`config.mk`:
```
export PLATFORM = sky130hd
export DESIGN_NAME = playerTop
export DESIGN_NICKNAME = d
export VERILOG_FILES = /design/src/raycastPkg.sv /design/src/cameraRotator.sv /design/src/mapRom.sv /design/src/playerController.sv /design/src/playerTop.sv
export SDC_FILE = /design/constraint.sdc
export NUM_CORES = 2
export LEC_CHECK = 0
export ABC_CLOCK_PERIOD_IN_PS = 8000
export BUFFER_PORTS_ARGS = -buffer_cell sky130_fd_sc_hd__buf_4
export CORE_AREA = 4 4 237 239
export DETAILED_ROUTE_END_ITERATION = 8
export DIE_AREA = 0 0 241 243
export GPL_ROUTABILITY_DRIVEN = 0
export PLACE_DENSITY = 0.79
export SYNTH_ARGS = -nofsm -noshare
export SYNTH_HDL_FRONTEND = slang
export SYNTH_MEMORY_MAX_BITS = 65536
export SYNTH_SLANG_ARGS = --single-unit
```
`constraint.sdc`:
```
create_clock -name pixel_clk_in -period 8 [get_ports pixel_clk_in]
set_input_delay 2 -clock pixel_clk_in [delete_from_list [all_inputs] [get_ports pixel_clk_in]]
set_output_delay 2 -clock pixel_clk_in [all_outputs]
set_load 0.02 [all_outputs]
```
`src/map.mem`:
```
// 24x24 tiles, one line per row from row 0, columns 0 to 23 left to right
// 00 is open floor, any other value is a wall
01 01 01 01 01 01 01 01 01 01 01 01 01 01 01 01 01 01 01 01 01 01 01 01
01 00 00 00 00 00 00 00 00 00 00 00 00 00 00 00 00 00 00 00 00 00 00 01
01 00 00 00 00 00 00 00 00 00 00 00 00 00 00 00 00 00 00 00 00 00 00 01
01 00 00 00 00 00 00 00 00 00 00 00 00 00 00 00 00 00 00 00 00 00 00 01
01 00 00 00 02 02 00 00 00 00 00 00 00 00 00 00 00 00 02 00 00 00 00 01
01 00 00 00 00 00 00 00 00 00 00 00 00 00 00 00 00 00 00 00 00 00 00 01
01 00 00 00 00 00 00 00 00 00 00 00 02 00 00 00 00 00 00 00 00 00 00 01
01 00 00 00 00 00 00 00 00 00 00 00 00 00 00 00 00 00 00 00 00 00 00 01
01 00 00 00 00 00 00 00 00 02 00 00 00 00 00 00 00 00 00 00 00 00 00 01
01 00 00 00 00 00 00 00 00 02 00 00 00 00 00 00 00 00 00 00 00 00 00 01
01 00 00 00 00 00 00 00 00 00 00 00 00 00 00 00 02 00 00 00 00 00 00 01
01 00 00 00 00 00 00 00 00 00 00 00 00 00 00 00 00 00 00 00 00 00 00 01
01 00 00 00 00 00 00 00 00 00 00 00 00 00 00 00 00 00 00 00 00 00 00 01
01 00 00 00 00 00 00 00 00 00 00 00 00 00 00 00 00 00 00 00 00 00 00 01
01 00 00 00 00 00 00 00 03 00 00 00 00 00 00 00 00 00 00 00 00 00 00 01
01 00 00 00 00 00 00 00 00 00 00 00 00 00 00 00 00 00 00 00 00 00 00 01
01 00 00 00 00 00 02 00 00 00 00 00 00 00 00 00 00 00 00 00 00 00 00 01
01 00 00 00 00 00 02 00 00 00 00 00 00 00 00 00 00 00 00 00 00 00 00 01
01 00 00 00 00 00 00 00 00 00 00 00 00 00 00 00 00 02 00 00 00 00 00 01
01 00 00 00 00 00 00 00 00 00 00 00 00 00 00 00 00 02 00 00 00 00 00 01
01 00 00 00 00 00 00 00 00 00 00 00 00 00 00 00 00 00 00 00 00 00 00 01
01 00 00 00 00 00 00 00 00 00 00 00 00 00 00 00 00 00 00 00 00 00 00 01
01 00 00 00 00 00 00 00 00 00 00 00 00 00 00 00 00 00 00 00 00 00 00 01
01 01 01 01 01 01 01 01 01 01 01 01 01 01 01 01 01 01 01 01 01 01 01 01

```
`src/raycastPkg.sv`:
```
package raycastPkg;

  // number of fraction bits in every fixed-point word
  localparam int FRAC_BITS = 8;

  // signed 8.8, one integer byte and one fraction byte
  typedef logic signed [15:0] fixed_t;

  // 2d vector, x in the upper half
  typedef struct packed {
    fixed_t x;
    fixed_t y;
  } vec2_t;

  // full camera state as seen by the renderer
  typedef struct packed {
    vec2_t pos;   // exact location on the map
    vec2_t dir;   // facing direction, center of the view
    vec2_t plane; // camera plane, sets the fov width
  } camera_t;

  // one map cell; zero is open floor, anything else is a wall
  typedef logic [7:0] tile_t;

  // rotation matrix terms for a fixed 10 degree turn
  localparam fixed_t COS_ROT = 16'sh00FC; // cos(10) ~ 0.984, lands on 0.984375
  localparam fixed_t SIN_ROT = 16'sh002C; // sin(10) ~ 0.174, lands on 0.171875

  // distance covered by one move along dir
  localparam fixed_t MOVE_STEP = 16'sh0100; // exactly 1.0

endpackage
```
`src/cameraRotator.sv`:
```
module cameraRotator (
  input  logic                pixel_clk_in,
  input  logic                rst_in,
  input  logic                rotStart,  // one-cycle request
  input  logic                rotLeft,   // held alongside rotStart
  input  raycastPkg::camera_t cameraIn,
  output logic                rotDone,   // follows rotStart by one cycle
  output raycastPkg::vec2_t   rotDir,
  output raycastPkg::vec2_t   rotPlane
);

  // products of dir with the rotation terms
  logic signed [31:0] dxCos, dyCos, dxSin, dySin;
  // same for the plane vector
  logic signed [31:0] pxCos, pyCos, pxSin, pySin;

  raycastPkg::vec2_t dirNext, planeNext;

  // add two products, round half up and drop the fraction
  function automatic raycastPkg::fixed_t roundSum(input logic signed [31:0] a,
                                                  input logic signed [31:0] b);
    logic signed [31:0] s;
    s = a + b + (32'sd1 <<< (raycastPkg::FRAC_BITS - 1));
    return raycastPkg::fixed_t'(s >>> raycastPkg::FRAC_BITS); // keep low 16 bits
  endfunction

  always_comb begin
    // full 16x16 signed multiplies
    dxCos = cameraIn.dir.x * raycastPkg::COS_ROT;
    dyCos = cameraIn.dir.y * raycastPkg::COS_ROT;
    dxSin = cameraIn.dir.x * raycastPkg::SIN_ROT;
    dySin = cameraIn.dir.y * raycastPkg::SIN_ROT;
    pxCos = cameraIn.plane.x * raycastPkg::COS_ROT;
    pyCos = cameraIn.plane.y * raycastPkg::COS_ROT;
    pxSin = cameraIn.plane.x * raycastPkg::SIN_ROT;
    pySin = cameraIn.plane.y * raycastPkg::SIN_ROT;

    if (rotLeft) begin
      // x' = x cos + y sin, y' = -x sin + y cos
      dirNext.x   = roundSum(dxCos, dySin);
      dirNext.y   = roundSum(-dxSin, dyCos);
      planeNext.x = roundSum(pxCos, pySin);
      planeNext.y = roundSum(-pxSin, pyCos);
    end else begin
      // right turn just flips the sin terms
      dirNext.x   = roundSum(dxCos, -dySin);
      dirNext.y   = roundSum(dxSin, dyCos);
      planeNext.x = roundSum(pxCos, -pySin);
      planeNext.y = roundSum(pxSin, pyCos);
    end
  end

  // vectors are payload, registered every cycle
  always_ff @(posedge pixel_clk_in) begin
    rotDir   <= dirNext;
    rotPlane <= planeNext;
  end

  always_ff @(posedge pixel_clk_in) begin
    if (rst_in) begin
      rotDone <= 1'b0;
    end else begin
      rotDone <= rotStart; // one stage, new start allowed each cycle
    end
  end

  // done pulse lines up with the start of the previous cycle
  doneFollowsStart: assert property (@(posedge pixel_clk_in) disable iff (rst_in)
    rotDone == $past(rotStart));

endmodule

```
`src/mapRom.sv`:
```
module mapRom #(
  parameter int MAP_SIZE = 24,
  localparam int ADDR_W = $clog2(MAP_SIZE * MAP_SIZE)
) (
  input  logic              pixel_clk_in,
  input  logic              rst_in,
  input  logic [ADDR_W-1:0] mapAddr,  // row * MAP_SIZE + column
  output raycastPkg::tile_t tileData  // valid two edges after mapAddr
);

  // tile array, read only, filled once at load time
  raycastPkg::tile_t mem [MAP_SIZE * MAP_SIZE];

  logic [ADDR_W-1:0] addrReg; // first stage, address capture

  initial begin
    $readmemh("/design/src/map.mem", mem);
  end

  always_ff @(posedge pixel_clk_in) begin
    addrReg <= mapAddr;
  end

  // second stage is the output register, like a high-performance bram
  always_ff @(posedge pixel_clk_in) begin
    if (rst_in) begin
      tileData <= '0; // output cleared, contents kept
    end else begin
      tileData <= mem[addrReg];
    end
  end

endmodule

```
`src/playerController.sv`:
```
module playerController #(
  parameter int MAP_SIZE = 24,
  localparam int ADDR_W = $clog2(MAP_SIZE * MAP_SIZE)
) (
  input  logic                pixel_clk_in,
  input  logic                rst_in,
  input  logic [1:0]          moveDir,     // fwd, back
  input  logic [1:0]          rotDir,      // left, right
  input  logic                rotDone,
  input  raycastPkg::vec2_t   rotDirIn,
  input  raycastPkg::vec2_t   rotPlaneIn,
  input  raycastPkg::tile_t   tileData,
  output logic                rotStart,
  output logic                rotLeft,
  output logic [ADDR_W-1:0]   mapAddr,
  output raycastPkg::camera_t camera,
  output logic                busy
);

  typedef enum logic [2:0] {
    stIdle,
    stFetch,   // rom latching the address
    stWait,    // rom output register loading
    stDecide,  // tile valid, commit or drop the move
    stRotate   // waiting on the rotator
  } state_t;

  state_t state;

  // candidate move, computed from the live camera
  logic signed [31:0] mulX, mulY;
  raycastPkg::fixed_t stepX, stepY;
  raycastPkg::vec2_t  candNext;
  logic [15:0]        rndX, rndY;
  logic [7:0]         colIdx, rowIdx;
  logic               inRangeNext;
  logic [ADDR_W-1:0]  addrNext;

  // registered candidate, held through the rom read
  raycastPkg::vec2_t candPos;
  logic              candOk;

  logic cmdMove, cmdRot;

  assign cmdMove = state == stIdle && moveDir != 2'b00;
  assign cmdRot  = state == stIdle && moveDir == 2'b00 && rotDir != 2'b00;
  assign busy    = state != stIdle; // rises at the sample edge, falls at commit

  always_comb begin
    mulX  = camera.dir.x * raycastPkg::MOVE_STEP;
    mulY  = camera.dir.y * raycastPkg::MOVE_STEP;
    // same half-lsb rounding as the rotator
    stepX = raycastPkg::fixed_t'((mulX + (32'sd1 <<< (raycastPkg::FRAC_BITS - 1)))
                                 >>> raycastPkg::FRAC_BITS);
    stepY = raycastPkg::fixed_t'((mulY + (32'sd1 <<< (raycastPkg::FRAC_BITS - 1)))
                                 >>> raycastPkg::FRAC_BITS);

    if (moveDir[1]) begin // forward wins over back
      candNext.x = camera.pos.x + stepX;
      candNext.y = camera.pos.y + stepY;
    end else begin
      candNext.x = camera.pos.x - stepX;
      candNext.y = camera.pos.y - stepY;
    end

    // nearest tile, add half then keep the integer byte
    rndX   = candNext.x + 16'h0080;
    rndY   = candNext.y + 16'h0080;
    colIdx = 8'(rndX >> raycastPkg::FRAC_BITS);
    rowIdx = 8'(rndY >> raycastPkg::FRAC_BITS);

    inRangeNext = !candNext.x[15] && !candNext.y[15] &&
                  colIdx < MAP_SIZE && rowIdx < MAP_SIZE;
    // out of range still reads the rom, tile 0 is as good as any
    addrNext = inRangeNext ? ADDR_W'(rowIdx * MAP_SIZE + colIdx) : '0;
  end

  always_ff @(posedge pixel_clk_in) begin
    if (cmdMove) begin
      candPos <= candNext;
      candOk  <= inRangeNext;
    end
  end

  always_ff @(posedge pixel_clk_in) begin
    if (rst_in) begin
      state          <= stIdle;
      rotStart       <= 1'b0;
      rotLeft        <= 1'b0;
      mapAddr        <= '0;
      camera.pos.x   <= 16'sh0C80; // 12.5
      camera.pos.y   <= 16'sh0C80;
      camera.dir.x   <= 16'sh0000;
      camera.dir.y   <= 16'sh0100; // facing +y
      camera.plane.x <= 16'sh00A9; // 0.66
      camera.plane.y <= 16'sh0000;
    end else begin
      rotStart <= 1'b0; // single-cycle pulse
      case (state)
        stIdle: begin
          if (cmdMove) begin
            mapAddr <= addrNext;
            state   <= stFetch;
          end else if (cmdRot) begin
            rotStart <= 1'b1;
            rotLeft  <= rotDir[1]; // left beats right
            state    <= stRotate;
          end
        end
        stFetch:  state <= stWait;
        stWait:   state <= stDecide;
        stDecide: begin
          if (candOk && tileData == '0) camera.pos <= candPos; // empty floor only
          state <= stIdle;
        end
        stRotate: begin
          if (rotDone) begin
            camera.dir   <= rotDirIn;
            camera.plane <= rotPlaneIn;
            state        <= stIdle;
          end
        end
        default: state <= stIdle;
      endcase
    end
  end

  idleAfterReset: assert property (@(posedge pixel_clk_in) rst_in |=> !busy);

  // position only moves on the decide edge
  posOnlyInDecide: assert property (@(posedge pixel_clk_in) disable iff (rst_in)
    state != stDecide |=> $stable(camera.pos));

  doneOnlyInRotate: assert property (@(posedge pixel_clk_in) disable iff (rst_in)
    rotDone |-> state == stRotate);

endmodule

```
`src/playerTop.sv`:
```
module playerTop #(
  parameter int MAP_SIZE = 24
) (
  input  logic                pixel_clk_in,
  input  logic                rst_in,
  input  logic [1:0]          moveDir,  // fwd, back
  input  logic [1:0]          rotDir,   // left, right
  output raycastPkg::camera_t camera,
  output logic                busy
);

  localparam int ADDR_W = $clog2(MAP_SIZE * MAP_SIZE);

  logic                rotStart, rotLeft, rotDone;
  raycastPkg::vec2_t   rotDirVec, rotPlaneVec; // rotator results
  logic [ADDR_W-1:0]   mapAddr;
  raycastPkg::tile_t   tileData;

  playerController #(.MAP_SIZE(MAP_SIZE)) ctrl (
    .pixel_clk_in (pixel_clk_in),
    .rst_in       (rst_in),
    .moveDir      (moveDir),
    .rotDir       (rotDir),
    .rotDone      (rotDone),
    .rotDirIn     (rotDirVec),
    .rotPlaneIn   (rotPlaneVec),
    .tileData     (tileData),
    .rotStart     (rotStart),
    .rotLeft      (rotLeft),
    .mapAddr      (mapAddr),
    .camera       (camera),
    .busy         (busy)
  );

  cameraRotator rot (
    .pixel_clk_in (pixel_clk_in),
    .rst_in       (rst_in),
    .rotStart     (rotStart),
    .rotLeft      (rotLeft),
    .cameraIn     (camera),
    .rotDone      (rotDone),
    .rotDir       (rotDirVec),
    .rotPlane     (rotPlaneVec)
  );

  mapRom #(.MAP_SIZE(MAP_SIZE)) rom (
    .pixel_clk_in (pixel_clk_in),
    .rst_in       (rst_in),
    .mapAddr      (mapAddr),
    .tileData     (tileData)
  );

endmodule

```
# Word-level counts from Yosys, hierarchy flattened
# Cells that the tools add are included.
# totals
register_bits	207
latchBits	0
mem_bits_rw	0
rom_bits	0
in_bits	6
memories	0
# op_classes
addsub	28
n_mul	8
n_div	0
order_cmp	2
eq_ne	6
shifts	0
muxes	8
bitwise_logic	2
n_reduce_logical	20
# ops
op	n
$add 24x9->24 const B	10
$add 24x24->24	8
$mux 32	3
$neg 24->24	4
$mul 16x7->22 const B	4
$mul 16x5->21 const B	4
$add 16x16->16	2
$add 16x8->16 const B	2
$sub 16x16->16	2
$lt 8x5->1 const B	2
$pmux 3 s4	1
$mux 3	3
$logic_not 8->1	1
$logic_and 1x1->1	7
$eq 3x2->1 const B	2
$reduce_and 2->1	3
$reduce_bool 2->1	2
$eq 3x1->1 const B	1
$eq 3x3->1 const B	1
$logic_not 3->1	1
$ne 3x1->1 const B	1
$reduce_and 3->1	1
$reduce_bool 3->1	1
$reduce_or 3->1	1
5 further kinds	7

# Depth between registers and ports, before layout
# logic_depth
ltp_word	7
mapped_depth	31

# Cells and area by module
# Synthesis repeated with hierarchy kept, for this count alone.
# hier_totals
hier_cells	4078
hier_area_um2	34555.6
# by_module_without_submodules
mod	instances	cells_each	area_each_um2	seq_area_each_um2
cameraRotator	1	3172	26561.7	1301.2
playerController	1	897	7930.1	3213.1
mapRom	1	9	63.8	0.0

# Worst setup path before layout
# No wires, ideal clock.
# synth_timing
kind	register -> register
startpoint	register, netlist name ctrl.camera[36]
endpoint	register rot.rotDir[15] (netlist bit)
arrival_time_ns	6.801
required_ns	7.880
path_slack_ns	1.079
stages_incl_launch_ff	29
path_buffers	0
period_less_slack_ns	6.921
cell_sequence	dfxtp_1 > inv_1 > fa_1 > fa_1 > inv_1 > fa_1 > inv_1 > fa_1 > inv_1 > ha_1 > a21boi_0 > o21ai_0 > a21boi_0 > o21ai_0 > a21o_1 > a211oi_1 > nor2_1 > ha_1 > ha_1 > a21oi_1 > o211ai_1 > a31o_2 > o2bb2ai_1 > or4_1 > a41o_1 > xor2_1 > nand2_1 > o21ai_1 > xnor2_1
# synth_lines
element	line_no	rtl
end signal, assigned	cameraRotator.sv:55	rotDir <= dirNext;
end, declared	cameraRotator.sv:8	output raycastPkg::vec2_t rotDir,

==> qor.csv <==
metric;value;unit
HP Class;register to register;
P_int;1.667;mW
post-synth top area share;0.2584;
Tmin final;7379;ps
CP endpoint kind;register;
first-pass GRT wire length;127900;µm
register area share after synthesis;0.1299;
commonest non-fill, non-tap cell in the layout;inv_1;
drt drc;0;
Worst-Margin Slew;1106;ps
Setup Skew;28.39;ps
vias in the first global route;25590;
P&R area growth vs syn;6.698;%
drt first-iter violations;1774;
register bit total from synthesis;199;
htree depth;4;
final hold violation count;0;
Reg2Reg Depth;29;
register share of total power;0.461;
Final setup viols;0;
register area;4322;µm²
Core ar.;53810;µm²
1st-pass router iterations;5;
post-synth top area cell;ha_1;
main flop type after synthesis;dfxtp_1;
Die X;241;µm
Synth area leaders;ha_1 26%, fa_1 16%, dfxtp_1 10%;
syn avg cell area;8.496;µm²
switching share of power;0.3113;
Fillers;4398;
area occupied by multi-input gates;25890;µm²
arrival time at the worst endpoint;7780;ps
Finished Layout Cells;4698;
Peak supply drop;131.8;µV
Pwr per Cell Area;68.29;nW/µm²
DP Wirelength;61880;µm
die area;58560;µm²
number of nets in the layout;4952;
DP Area;34800;µm²
post-route cell area;35440;µm²
commonest cells after routing, fill and taps aside;742 x inv_1, 686 x ha_1, 316 x nand2_1;
Post-Route Utilization;0.6585;
status;finished, final reports clean;
post-synth cell types;85;
Leakage;19.22;nW
PortBufs;102;
Clock power frac;0.384;
WL final;77120;µm
Slew Limit Fails;0;
Clock Path Buffers;2;
syn_nets;4873;
DP Cell Count;4665;
fraction of registers with async set/reset;0;
sw power;0.7532;mW
cells after synthesis;3909;
RSZ-0062 raised after global routing;false;
Max Fclk;135.5;MHz
hold path depth;2;
max_slew headroom;0.2628;
layout cells sized above 1;0.05224;
Placement Rows;85;
Starting Density;0.6172;
clock root buffer;clkbuf_16;
Post-synth EDFFs;33;
routed len/inst;16.41;µm
Worst Path Max Fanout;9;
detailed-route via count;26470;
Sum Neg Setup Slack;0;ps
Via density;5.633;
period utilisation layout;0.9224;
largest stage delay on the critical path;540;ps
Global Route Usage Sum;0.2677;
mapped cell area;33210;µm²
Worst EP required;8400;ps
Final WS setup;620.8;ps
CTS Sinks;199;
CTS tree;built;
Place WS;436.4;ps
Crit Path Class;register to register;
combinational power share;0.155;
Die Ht;243;µm
Routed Antenna Nets;0;
startpoint types;register;
CP max stage cell;fa_1;
Clock transition at path regs;100;ps
Skew-Pair Late Insertion Delay;520;ps
global route overflow;0;
IO Pins;103;
largest net degree at the start of global routing;79;
Max Cap Viol;0;
Synth Warn #;0;
total CTS buffers;17;
initial antenna violation count;1;
[final timing paths]
| kind | startpoint | end | slack (ps) |
|---|---|---|---|
| worst min-delay path | rot.rotDir[25]$_DFF_P_ | ctrl.camera[57]$_SDFFE_PP0P_ | 430 |
| worst max-delay path | ctrl.camera[36]$_SDFFE_PP0P_ | rot.rotDir[15]$_DFF_P_ | 620 |
| worst max register to register | ctrl.camera[36]$_SDFFE_PP0P_ | rot.rotDir[15]$_DFF_P_ | 620 |
| worst min register to register | rot.rotDir[25]$_DFF_P_ | ctrl.camera[57]$_SDFFE_PP0P_ | 430 |
[critical path, delay by kind of cell (launching register included)]
family                     cells  cell delay (ps)
and+or+nand+nor                3              690
adders and majority gates      7             3030
AOI/OAI and AO/OA             12             2410
xor gates and xnor gates       2              290
DFF                            1              300
buffers and inverters          5              550
[through the flow]
step / hold slack, ps / total power [mW]
after floorplan: 413.8 / 1.416
after global placement: 418.8 / 1.498
after detailed placement: 425.1 / 1.506
after CTS: 435.0 / 2.436
after global routing: 450.3 / 2.519
final: 433.4 / 2.420
[cell type report]
cell class,count,share of cell area
multi-input cells,2899,0.7305
flip-flops and latches,199,0.1220
inverters,744,0.07881
clock inverters,14,0.005049
repair buffers,127,0.02690
diodes,1,0.00007062
clock buffers,18,0.01211
well taps,696,0.02457
[layer usage]
layer,track usage,part of all wire,vias to the layer above
met1,0.3856,0.47,12600
met4,0.07392,0.023,0
met5,0,0,-
met3,0.04620,0.058,114
li1,-,-,13120
met2,0.4160,0.45,626
[cell families after synthesis]
group | count (synthesis) | synth area share
muxes | 9 | 0.002750
AOI/OAI and AO/OA | 777 | 0.1512
buffers and inverters | 811 | 0.09166
adders and majority gates | 958 | 0.4224
xor gates and xnor gates | 322 | 0.08533
and+or+nand+nor | 833 | 0.1167
DFF | 199 | 0.1299
[sequential cells by signal (all words and copies together) (netlist names), 3 cells and up]
| signal | cells |
|---|---|
| rot.rotPlane | 32 |
| ctrl.camera | 96 |
| ctrl.state | 3 |
| rot.rotDir | 32 |
| ctrl.candPos | 32 |
[synth_stat cells (all sizes together) (33+ instances only)]
cell	instances
a21o	80
a21oi	280
clkbuf	64
dfxtp	166
edfxtp	33
fa	272
ha	686
inv	744
nand2	316
nand3	46
nor2	187
nor2b	33
nor3	84
o21a	54
o21ai	135
o31ai	33
or3	35
xnor2	209
xor2	112
[repair_timing]
action | 4_1_cts | 5_1_grt
resized for setup | 0 | 7
setup buffers | 0 | 0
hold buffers | 0 | 0
setup endpoints to repair | 0 | 4
[power by group through the flow]
| stage | Sequential (mW) | Combinational, mW | Clock, mW |
|---|---|---|---|
| floorplan | 1.14 | 0.279 | 0 |
| global placement | 1.14 | 0.360 | 0 |
| detailed placement | 1.14 | 0.367 | 0 |
| CTS | 1.12 | 0.371 | 0.949 |
| global route | 1.12 | 0.416 | 0.980 |
| finish | 1.12 | 0.374 | 0.930 |
Power figures use the tool's default switching activity.
